[config.mk]
export PLATFORM = sky130hd
export DESIGN_NAME = hybrid_control_top
export DESIGN_NICKNAME = d
export VERILOG_FILES = /design/src/verilog/signal_pkg.sv /design/src/verilog/control_pkg.sv /design/src/verilog/hybrid_control_top.sv /design/src/verilog/pi_controller.sv /design/src/verilog/mode_supervisor.sv /design/src/verilog/moving_average_filter.sv
export VERILOG_INCLUDE_DIRS = /design/src /design/src/verilog
export SDC_FILE = /design/constraint.sdc
export NUM_CORES = 2
export LEC_CHECK = 0
export BUFFER_PORTS_ARGS = -buffer_cell sky130_fd_sc_hd__clkbuf_2
export CAP_MARGIN = 0
export CORE_MARGIN = 2
export CORE_UTILIZATION = 23
export CTS_CLUSTER_SIZE = 8
export DETAILED_ROUTE_END_ITERATION = 6
export PLACE_DENSITY_LB_ADDON = 0.2
export SLEW_MARGIN = 20
export SYNTH_ARGS = -nofsm -noshare
export SYNTH_HDL_FRONTEND = slang
export SYNTH_SLANG_ARGS = --single-unit
[constraint.sdc]
create_clock -name i_clock -period 23.2 [get_ports i_clock]
set_clock_uncertainty 0.15 [all_clocks]
set_input_delay 4.64 -clock i_clock [delete_from_list [all_inputs] [get_ports i_clock]]
set_output_delay 4.64 -clock i_clock [all_outputs]
set_load 0.01 [all_outputs]
[src/verilog/hybrid_control_defines.svh]
`ifndef HYBRID_CONTROL_DEFINES_SVH
`define HYBRID_CONTROL_DEFINES_SVH

// ----------------------------------------------------------------------
// datapath widths
// ----------------------------------------------------------------------
// samples, errors and actuation words
`define HC_DATA_WIDTH 32
// width of one gain shift field
`define HC_SHIFT_WIDTH 5

// ----------------------------------------------------------------------
// filter lengths, as log2 of the number of taps
// ----------------------------------------------------------------------
`define HC_SHORT_TAPS_LOG2 2
`define HC_LONG_TAPS_LOG2 5

// ----------------------------------------------------------------------
// gains as right shifts, bigger shift means softer gain
// ----------------------------------------------------------------------
`define HC_FAST_KP_SHIFT 5'd1
`define HC_FAST_KI_SHIFT 5'd4
`define HC_SLOW_KP_SHIFT 5'd3
`define HC_SLOW_KI_SHIFT 5'd6

// hysteresis band on |error|
`define HC_ENTER_FAST_TH 4096
`define HC_EXIT_FAST_TH 1024

// symmetric clamp, integrator and output
`define HC_OUT_LIMIT 1000000

`endif
[src/verilog/signal_pkg.sv]
`include "hybrid_control_defines.svh"

// ----------------------------------------------------------------------
// types for measured and filtered signal samples
// ----------------------------------------------------------------------
package signal_pkg;

   // one signed measurement word
   // same format for raw and filtered samples
   typedef logic signed [`HC_DATA_WIDTH-1:0] sample_t;

   // both filter outputs, bundled for the supervisor
   // short_mean tracks fast, long_mean is the quiet one
   typedef struct packed {
      sample_t short_mean;
      sample_t long_mean;
   } filt_pair_t;

endpackage

[src/verilog/control_pkg.sv]
`include "hybrid_control_defines.svh"

// ----------------------------------------------------------------------
// types for control decisions
// ----------------------------------------------------------------------
package control_pkg;

   // regulator operating mode
   // slow is the reset value
   typedef enum logic {
      MODE_SLOW = 1'b0,
      MODE_FAST = 1'b1
   } mode_t;

   // gain set as right shift amounts
   typedef struct packed {
      logic [`HC_SHIFT_WIDTH-1:0] kp_shift;
      logic [`HC_SHIFT_WIDTH-1:0] ki_shift;
   } gain_t;

   // error word plus the gains that go with it
   typedef struct packed {
      signal_pkg::sample_t error;
      gain_t               gain;
   } ctrl_err_t;

   // actuation word
   // saturated flags a clamped output
   typedef struct packed {
      signal_pkg::sample_t value;
      logic                saturated;
   } actuation_t;

endpackage

[src/verilog/hybrid_control_top.sv]
`include "hybrid_control_defines.svh"

module hybrid_control_top (
   input  logic                    i_clock,
   input  logic                    i_RESET,
   input  signal_pkg::sample_t     i_measure,
   input  signal_pkg::sample_t     i_setpoint,
   output signal_pkg::sample_t     o_filtered,
   output control_pkg::mode_t      o_mode,
   output control_pkg::actuation_t o_actuation
);

   signal_pkg::sample_t    short_mean;
   signal_pkg::sample_t    long_mean;
   signal_pkg::filt_pair_t means;
   control_pkg::ctrl_err_t ctrl_err;

   // ----------------------------------------------------------------------
   // filters
   // ----------------------------------------------------------------------
   // 4 taps, quick response
   moving_average_filter #(
      .TAPS_LOG2 (`HC_SHORT_TAPS_LOG2)
   ) short_filter (
      .i_clock (i_clock),
      .i_RESET (i_RESET),
      .i_data  (i_measure),
      .o_mean  (short_mean)
   );

   // 32 taps, low noise
   moving_average_filter #(
      .TAPS_LOG2 (`HC_LONG_TAPS_LOG2)
   ) long_filter (
      .i_clock (i_clock),
      .i_RESET (i_RESET),
      .i_data  (i_measure),
      .o_mean  (long_mean)
   );

   assign means = '{short_mean: short_mean, long_mean: long_mean};

   // ----------------------------------------------------------------------
   // mode supervisor
   // ----------------------------------------------------------------------
   // picks the filter and the gains
   mode_supervisor supervisor (
      .i_clock    (i_clock),
      .i_RESET    (i_RESET),
      .i_setpoint (i_setpoint),
      .i_means    (means),
      .o_mode     (o_mode),
      .o_filtered (o_filtered),
      .o_ctrl_err (ctrl_err)
   );

   // ----------------------------------------------------------------------
   // PI controller
   // ----------------------------------------------------------------------
   // registered actuation, one edge after the error
   pi_controller controller (
      .i_clock     (i_clock),
      .i_RESET     (i_RESET),
      .i_ctrl_err  (ctrl_err),
      .o_actuation (o_actuation)
   );

endmodule

[src/verilog/pi_controller.sv]
`include "hybrid_control_defines.svh"

module pi_controller (
   input  logic                    i_clock,
   input  logic                    i_RESET,
   input  control_pkg::ctrl_err_t  i_ctrl_err,
   output control_pkg::actuation_t o_actuation
);

   // two guard bits, sums of clamped terms never wrap
   localparam int WIDE = `HC_DATA_WIDTH + 2;
   localparam logic signed [WIDE-1:0] POS_LIMIT = WIDE'(`HC_OUT_LIMIT);
   localparam logic signed [WIDE-1:0] NEG_LIMIT = -POS_LIMIT;

   signal_pkg::sample_t     integ_q;
   signal_pkg::sample_t     integ_d;
   control_pkg::actuation_t act_q;
   control_pkg::actuation_t act_d;

   logic signed [WIDE-1:0]  err_wide;
   logic signed [WIDE-1:0]  p_term;
   logic signed [WIDE-1:0]  i_term;
   logic signed [WIDE-1:0]  integ_sum;
   logic signed [WIDE-1:0]  integ_clamped;
   logic signed [WIDE-1:0]  act_sum;
   logic signed [WIDE-1:0]  act_clamped;

   // limit to +-OUT_LIMIT
   function automatic logic signed [WIDE-1:0] clamp_word(
      input logic signed [WIDE-1:0] value
   );
      logic signed [WIDE-1:0] result;
      result = value;
      if (value > POS_LIMIT) begin
         result = POS_LIMIT;
      end else if (value < NEG_LIMIT) begin
         result = NEG_LIMIT;
      end
      return result;
   endfunction

   // ----------------------------------------------------------------------
   // proportional and integral terms
   // ----------------------------------------------------------------------
   assign err_wide = WIDE'(i_ctrl_err.error);

   // shift gains, rounding toward minus infinity
   assign p_term = err_wide >>> i_ctrl_err.gain.kp_shift;
   assign i_term = err_wide >>> i_ctrl_err.gain.ki_shift;

   // integrator clamped every cycle
   // no windup past the limit
   assign integ_sum     = WIDE'(integ_q) + i_term;
   assign integ_clamped = clamp_word(integ_sum);
   assign integ_d       = integ_clamped[`HC_DATA_WIDTH-1:0];

   // ----------------------------------------------------------------------
   // output sum and saturation
   // ----------------------------------------------------------------------
   // uses the updated integrator
   assign act_sum     = p_term + integ_clamped;
   assign act_clamped = clamp_word(act_sum);

   always_comb begin
      act_d.value     = act_clamped[`HC_DATA_WIDTH-1:0];
      // flag only when the limit cut the sum
      act_d.saturated = (act_clamped != act_sum);
   end

   always_ff @(posedge i_clock or negedge i_RESET) begin
      if (!i_RESET) begin
         integ_q <= '0;
         act_q   <= '0;
      end else begin
         integ_q <= integ_d;
         act_q   <= act_d;
      end
   end

   assign o_actuation = act_q;

endmodule

[src/verilog/mode_supervisor.sv]
`include "hybrid_control_defines.svh"

module mode_supervisor (
   input  logic                   i_clock,
   input  logic                   i_RESET,
   input  signal_pkg::sample_t    i_setpoint,
   input  signal_pkg::filt_pair_t i_means,
   output control_pkg::mode_t     o_mode,
   output signal_pkg::sample_t    o_filtered,
   output control_pkg::ctrl_err_t o_ctrl_err
);

   // one extra bit so |most negative| still fits
   localparam int MAG_WIDTH = `HC_DATA_WIDTH + 1;
   localparam logic signed [MAG_WIDTH-1:0] ENTER_TH = MAG_WIDTH'(`HC_ENTER_FAST_TH);
   localparam logic signed [MAG_WIDTH-1:0] EXIT_TH = MAG_WIDTH'(`HC_EXIT_FAST_TH);

   control_pkg::mode_t          mode_q;
   control_pkg::mode_t          mode_d;
   signal_pkg::sample_t         selected_mean;
   signal_pkg::sample_t         err_word;
   logic signed [MAG_WIDTH-1:0] err_wide;
   logic signed [MAG_WIDTH-1:0] err_mag;
   control_pkg::gain_t          gain;

   // ----------------------------------------------------------------------
   // filter selection and error
   // ----------------------------------------------------------------------
   // fast mode follows the short filter
   assign selected_mean = (mode_q == control_pkg::MODE_FAST) ?
                          i_means.short_mean : i_means.long_mean;

   // wraps at the data width
   assign err_word = i_setpoint - selected_mean;
   assign err_wide = MAG_WIDTH'(err_word);
   assign err_mag  = (err_wide < 0) ? -err_wide : err_wide;

   // gain set of the current mode
   always_comb begin
      if (mode_q == control_pkg::MODE_FAST) begin
         gain.kp_shift = `HC_FAST_KP_SHIFT;
         gain.ki_shift = `HC_FAST_KI_SHIFT;
      end else begin
         gain.kp_shift = `HC_SLOW_KP_SHIFT;
         gain.ki_shift = `HC_SLOW_KI_SHIFT;
      end
   end

   // ----------------------------------------------------------------------
   // hysteresis
   // ----------------------------------------------------------------------
   always_comb begin
      mode_d = mode_q;
      case (mode_q)
         // large error, go hard
         control_pkg::MODE_SLOW: begin
            if (err_mag > ENTER_TH) begin
               mode_d = control_pkg::MODE_FAST;
            end
         end
         // settle back only well inside the band
         control_pkg::MODE_FAST: begin
            if (err_mag < EXIT_TH) begin
               mode_d = control_pkg::MODE_SLOW;
            end
         end
         default: mode_d = control_pkg::MODE_SLOW;
      endcase
   end

   always_ff @(posedge i_clock or negedge i_RESET) begin
      if (!i_RESET) begin
         mode_q <= control_pkg::MODE_SLOW;
      end else begin
         mode_q <= mode_d;
      end
   end

   assign o_mode     = mode_q;
   assign o_filtered = selected_mean;
   assign o_ctrl_err = '{error: err_word, gain: gain};

endmodule

[src/verilog/moving_average_filter.sv]
`include "hybrid_control_defines.svh"

module moving_average_filter #(
   parameter int TAPS_LOG2 = 2
) (
   input  logic                i_clock,
   input  logic                i_RESET,
   input  signal_pkg::sample_t i_data,
   output signal_pkg::sample_t o_mean
);

   // number of stored samples
   localparam int TAPS = 1 << TAPS_LOG2;
   // sum of TAPS words needs TAPS_LOG2 extra bits
   localparam int ACC_WIDTH = `HC_DATA_WIDTH + TAPS_LOG2;

   // newest sample at index 0
   signal_pkg::sample_t          delay_line [TAPS];
   logic signed [ACC_WIDTH-1:0]  acc_sum;
   logic signed [ACC_WIDTH-1:0]  acc_shifted;

   // ----------------------------------------------------------------------
   // delay line
   // ----------------------------------------------------------------------
   always_ff @(posedge i_clock or negedge i_RESET) begin
      if (!i_RESET) begin
         for (int i = 0; i < TAPS; i++) begin
            delay_line[i] <= '0;
         end
      end else begin
         delay_line[0] <= i_data;
         // shift older samples down the line
         for (int i = 1; i < TAPS; i++) begin
            delay_line[i] <= delay_line[i-1];
         end
      end
   end

   // ----------------------------------------------------------------------
   // mean
   // ----------------------------------------------------------------------
   always_comb begin
      acc_sum = '0;
      // sign extend each tap into the wide accumulator
      for (int i = 0; i < TAPS; i++) begin
         acc_sum = acc_sum + ACC_WIDTH'(delay_line[i]);
      end
      // arithmetic shift, floor of the true mean
      acc_shifted = acc_sum >>> TAPS_LOG2;
   end

   // mean always fits back in one data word
   assign o_mean = acc_shifted[`HC_DATA_WIDTH-1:0];

endmodule

# Word level (Yosys, flattened, before mapping)
# Cells that the tools add are included.
word_totals:
  word_cells: 95
  out_inout_bits: 66
  input_bits: 66
  ff_bits: 1090
classes:
  mux: 10
  add_sub_neg: 38
  bitwise_logic: 1
  eq_ne: 1
  shift: 2
  n_lt_le_gt_ge: 7
ops:
  columns: ["operator", "n"]
  rows:
  - ["37-bit by 32-bit adder with 37-bit output", 29]
  - ["34-bit two-way mux", 4]
  - ["33-bit by 32-bit adder with 34-bit output", 2]
  - ["34-bit by 21-bit greater-than comparator with 1-bit output, second input constant", 2]
  - ["34-bit by 21-bit < comparator with 1-bit output, second input constant", 2]
  - ["32-bit by 32-bit adder with 33-bit output", 2]
  - ["32-bit by 34-bit adder with 34-bit output", 1]
  - ["34-bit by 32-bit adder with 34-bit output", 1]
  - ["34-bit adder", 1]
  - ["34-bit inequality test", 1]
  - ["32-bit by 2-bit >>> shifter with 34-bit output", 1]
  - ["32-bit by 5-bit >>> shifter with 34-bit output", 1]
  - ["33-bit by 14-bit greater-than comparator with 1-bit output, second input constant", 1]
  - ["33-bit by 12-bit < comparator with 1-bit output, second input constant", 1]
  - ["33-bit two-way mux", 1]
  - ["32-bit negator with 33-bit output", 1]
  - ["32-bit by 1-bit < comparator with 1-bit output, second input constant", 1]
  - ["32-bit two-way mux", 1]
  - ["32-bit subtractor", 1]
  - ["7-bit two-way mux", 1]
  - ["1-bit two-way mux", 2]
  - ["1-bit one-hot mux with 2 select lines", 1]
  - ["1-bit NOT", 1]

# Logic depth before layout (Yosys ltp)
depth:
  depth_word: 43
  depth_mapped: 94
  mapped_depth_nobuf: 92

# Modules after synthesis
# A second synthesis with hierarchy kept.
hier_totals:
  hier_cells: 6115
  area_unflattened_um2: 72831.1
by_module_without_submodules:
  columns: ["module", "seq_area_each_um2", "area_each_um2", "cells_each", "n_inst"]
  rows:
  - ["moving_average_filter at long_filter", 25624.6, 52500.4, 3669, 1]
  - ["pi_controller", 1626.6, 9929.5, 1303, 1]
  - ["moving_average_filter at short_filter", 3203.1, 6854.1, 612, 1]
  - ["mode_supervisor", 25.0, 3547.2, 531, 1]

# Least setup slack after synthesis
# OpenSTA, ideal clock, no wires.
synth_path:
  kind: "flip-flop to flip-flop"
  startpoint: "register long_filter.delay_line[929] (netlist name)"
  endpoint: "register controller.act_q, in the netlist controller.o_actuation[7]"
  synth_period_minus_slack_ns: 20.138
  t_required_ns: 22.919
  setup_ns: 0.131
  arrival_time_ns: 19.857
  path_buffers: 3
  setup_slack_ns: 3.062
  stages_incl_launch_ff: 85
  path_cell_list: "dfrtp_1 -> fa_1 -> ha_1 -> fa_1 -> a21o_1 -> a21oi_1 -> o21bai_1 -> a21oi_1 -> o21bai_1 -> a21oi_1 -> o21bai_1 -> a21oi_1 -> nand2b_1 -> nand2b_1 -> a21oi_1 -> xnor2_1 -> fa_1 -> inv_1 -> [... 49 more ...] -> a21o_1 -> a21oi_1 -> o21ai_0 -> a21oi_1 -> o21a_1 -> o21ai_1 -> a2111oi_0 -> o211ai_1 -> and2_1 -> a41o_1 -> o21ai_0 -> nand2b_1 -> xor2_1 -> or4b_2 -> or4b_2 -> and2_1 -> buf_2 -> or3_1"
synth_via:
  elab_chain_len: 41
  word_cells_on_any_way: 46
  classes_between: "add/sub: 35; order compare: 4; shift: 2; mux: 5"
synth_rtl:
  columns: ["element", "line_no", "rtl"]
  rows:
  - ["start: declaration", "moving_average_filter.sv:18", "signal_pkg::sample_t delay_line [TAPS];"]
  - ["start signal: indexed assignment", "moving_average_filter.sv:34", "delay_line[i] <= delay_line[i-1];"]
  - ["33-bit by 32-bit adder with 34-bit output", "moving_average_filter.sv:46", "acc_sum = acc_sum + ACC_WIDTH'(delay_line[i]);"]
  - ["37-bit by 32-bit adder with 37-bit output (29 in series)", "moving_average_filter.sv:46", null]
  - ["32-bit two-way mux *", "mode_supervisor.sv:30", "assign selected_mean = (mode_q == control_pkg::MODE_FAST) ?"]
  - ["named net o_filtered[13]", "hybrid_control_top.sv:8", "output signal_pkg::sample_t o_filtered,"]
  - ["32-bit subtractor *", "mode_supervisor.sv:34", "assign err_word = i_setpoint - selected_mean;"]
  - ["32-bit by 5-bit >>> shifter with 34-bit output *", "pi_controller.sv:49", "assign i_term = err_wide >>> i_ctrl_err.gain.ki_shift;"]
  - ["32-bit by 34-bit adder with 34-bit output *", "pi_controller.sv:53", "assign integ_sum = WIDE'(integ_q) + i_term;"]
  - ["34-bit by 21-bit < comparator with 1-bit output", "pi_controller.sv:36", "end else if (value < NEG_LIMIT) begin"]
  - ["34-bit two-way mux", "pi_controller.sv:36", null]
  - ["34-bit two-way mux *", "pi_controller.sv:34", "if (value > POS_LIMIT) begin"]
  - ["named net controller.integ_clamped[1]", "pi_controller.sv:24", "logic signed [WIDE-1:0] integ_clamped;"]
  - ["34-bit adder *", "pi_controller.sv:61", "assign act_sum = p_term + integ_clamped;"]
  - ["34-bit by 21-bit < comparator with 1-bit output", "pi_controller.sv:36", null]
  - ["34-bit two-way mux", "pi_controller.sv:36", null]
  - ["34-bit two-way mux *", "pi_controller.sv:34", null]
  - ["named net controller.act_clamped[6]", "pi_controller.sv:26", "logic signed [WIDE-1:0] act_clamped;"]
  - ["end signal: assignment", "pi_controller.sv:76", "act_q <= act_d;"]
  - ["end: declaration", "pi_controller.sv:17", "control_pkg::actuation_t act_q;"]
# The timed path passes the listed nets; every way through them passes the cells marked *.

# Worst setup path in the final report
layout_path:
  startpoint: "register long_filter.delay_line[929] (netlist name)"
  endpoint: "register controller.act_q, in the netlist controller.o_actuation[7]"
layout_via:
  elab_chain_len: 41
  word_cells_on_any_way: 46
  classes_between: "add/sub: 35; order compare: 4; shift: 2; mux: 5"
layout_rtl:
  columns: ["element", "line_no"]
  rows:
  - ["33-bit by 32-bit adder with 34-bit output", "moving_average_filter.sv:46"]
  - ["37-bit by 32-bit adder with 37-bit output (29 in series)", "moving_average_filter.sv:46"]
  - ["32-bit two-way mux *", "mode_supervisor.sv:30"]
  - ["32-bit subtractor *", "mode_supervisor.sv:34"]
  - ["32-bit by 5-bit >>> shifter with 34-bit output *", "pi_controller.sv:49"]
  - ["32-bit by 34-bit adder with 34-bit output *", "pi_controller.sv:53"]
  - ["34-bit by 21-bit < comparator with 1-bit output", "pi_controller.sv:36"]
  - ["34-bit two-way mux", "pi_controller.sv:36"]
  - ["34-bit two-way mux *", "pi_controller.sv:34"]
  - ["named net controller.integ_clamped[20]", "pi_controller.sv:24"]
  - ["34-bit adder *", "pi_controller.sv:61"]
  - ["34-bit by 21-bit < comparator with 1-bit output", "pi_controller.sv:36"]
  - ["34-bit two-way mux", "pi_controller.sv:36"]
  - ["34-bit two-way mux *", "pi_controller.sv:34"]
  - ["named net controller.act_clamped[6]", "pi_controller.sv:26"]
# Marked as above.

==> impl_metrics.csv <==
group,metric,value,unit
drt,via_per_inst,3.92,
drt,ant_nets,0,
synth,syn_inst,5203,
timing,setup_slack,1.28,ns
drt,wl_per_cell,17.6,um
synth,synth_top_area_frac,0.421,
drt,drtIter0Drc,1588,
placement,pre_cts_slack,0.245,ns
drt,vias,36200,
synth,synth.most_common_cell,"inv_1",
die,ios,132,
critical_path,crit_type,"reg2reg",
clocking,cts_max_level,4,
synth,post_synth_instance_area,64900,um2
clocking,cts_tree,"yes",
synth,synth_common_cells,"inv_1 (1335), dfrtp_1 (1090), fa_1 (1021)",
placement,port_buffers,131,
grt,grt_pass1_vias,42400,
timing,hold-worst-slack,0.139,ns
critical_path,path_max_fanout,30,
clocking,root_buffer,"clkbuf_16",
timing,maxSlewHeadroom,0.320,
clocking,numCtsBuffers,161,
synth,synth_area_leader_cell,"dfrtp_1",
run_status,status,"finished clean",
cells_and_area,area_delta_synth_final,15.3,%
synth,syn_area_per_cell,12.5,um2
grt,grt_pass1_wl,258000,um
critical_path,slowest_stage,"or4b_2",
synth,seq_area_frac_synth,0.421,
critical_path,cp.required,23.67,ns
timing,fin_tns_setup,0,ns
timing,setup_viol,0,
grt,antenna_found_initial,16,
drt,wirelength,162000,um
cells_and_area,layout.core_utilization,0.267,
critical_path,cp-start-kind,"flop",
placement,dp_hpwl,132000,um
critical_path,end_kind,"flop",
die,die_w,535,um
grt,grt_max_degree,172,
timing,fmax,0.0456,GHz
drt,first_pass_iters,5,
critical_path,cp.arrival,22.39,ns
synth,synth_ff_type,"dfrtp_1",
synth,synth-edff-count,0,
critical_path,path_common_cell,"a21oi_1",
die,placementRows,194,
timing,finalHoldViolations,0,
run,drv_cap,0,
synth,synth_nets,6489,
timing,period_share,0.945,
clocking,clk_latency,0.84,ns
synth,synth_area_leaders,"dfrtp_1 (42%), fa_1 (32%), inv_1 (7.7%)",
synth,yosysWarnings,0,
synth,synthArstFlopShare,1.00,
clocking,cts.path.max_buffers,4,
die,die-area,286000,um2
grt,overflow,0,
die,die_y,535,um
synth,ys_types,93,
cells_and_area,nNetsFinal,6760,
timing,rsz0062_at_grt,"false",
die,initial_core_util,0.232,
critical_path,r2r_slack,1.28,ns
timing,worst_slew_pin_slew,1.02,ns
worst_hold_path,hold_class,"reg2reg",
synth,ys_ff_latch,1090,
timing,drv_slew,0,
critical_path,cpPeakStageDelay,0.68,ns
cells_and_area,drive_above_1_share,0.0740,
clocking,clkTransAtPathRegs,0.05,ns
placement,routabilityCongestion,0.834,
grt,grtUsageTotal,0.118,
clocking,cts.sinks,1090,
timing,min_period,21.92,ns
die,core_area,280000,um2
drt,drc,0,
clocking,holdBufCountCts,0,
layer usage:
| layer | part of all wire | global-route usage |
|---|---|---|
| met1 | 0.42 | 0.146 |
| met2 | 0.52 | 0.211 |
| met3 | 0.038 | 0.0202 |
| met4 | 0.029 | 0.0332 |
| met5 | 0.00037 | 0 |
worst max-delay path, delay by kind of cell (launching register included):
| kind | cells | cell delay, ns |
|---|---|---|
| compound gates | 35 | 8.50 |
| xor+xnor | 3 | 0.68 |
| fa+ha+maj | 16 | 7.12 |
| buf+inv | 4 | 0.51 |
| flops | 1 | 0.43 |
| mux | 1 | 0.31 |
| simple gates | 15 | 4.04 |
cells by family (layout without fill, tap and decap cells):
group,Yosys count,in the layout,synth area share
compound gates,632,632,0.0650
xor+xnor,199,199,0.0274
fa+ha+maj,1230,1230,0.355
buf+inv,1395,1690,0.0809
flops,1090,1090,0.421
mux,21,21,0.00340
other cells,0,9,0
simple gates,636,636,0.0475
flip-flops by register name, summed over array words and instances (netlist names):
signal	flops
long_filter.delay_line	1024
controller.o_actuation	33
controller.integ_q	32
supervisor.o_mode	1
layout make-up:
type                            count  area [um2]
Clock buffer                      180        4270
Clock inverter                      7         144
Timing Repair Buffer              167         968
Tap cell                         3724        4660
Fill cell                       29100      205000
Sequential cell                  1090       27300
Inverter                         1336        5010
Multi-Input combinational cell   2718       32400
Antenna cell                        9        22.5
repair_timing:
| item | 4_1_cts | 5_1_grt |
|---|---|---|
| gates resized for setup | 0 | 22 |
| buffers inserted | 0 | 0 |
| hold endpoints to repair | 0 | 0 |
| setup endpoints to repair | 0 | 33 |
metrics by stage:
| stage | std cells | cell area [um2] |
|---|---|---|
| after floorplan | 5203 | 64900 |
| after global placement | 9035 | 70200 |
| after detailed placement | 9035 | 70200 |
| after CTS | 9222 | 74700 |
| after global routing | 9224 | 74700 |
| final | 9231 | 74800 |
worst paths after layout:
| path | from | to | depth (start not counted) |
|---|---|---|---|
| worst max register to register | long_filter.delay_line[929] | controller.o_actuation[7] | 74 |
| min in group asynchronous | i_RESET | long_filter.delay_line[522] | 1 |
| max in group asynchronous | i_RESET | long_filter.delay_line[439] | 4 |
| worst min-delay path | long_filter.delay_line[386] | long_filter.delay_line[354] | 0 |
| worst max-delay path | long_filter.delay_line[929] | controller.o_actuation[7] | 74 |
| worst min register to register | long_filter.delay_line[386] | long_filter.delay_line[354] | 0 |
layout by cell type (no fill, tap or decap), drive strengths merged, types with 31 or more instances in the layout:
cell    instances
nor2          171
nor3           49
a21o           65
o21ai         119
buf            37
dfrtp        1090
nand2         166
nand2b         31
xnor2         143
inv          1339
a21oi         175
o21bai         33
nand3          52
fa           1021
clkbuf        310
ha            199
o21a           39
xor2           54
Power is left out: the tool's default activity adds up to more than one toggle a clock period on the data nets, which glitch-free logic cannot reach.
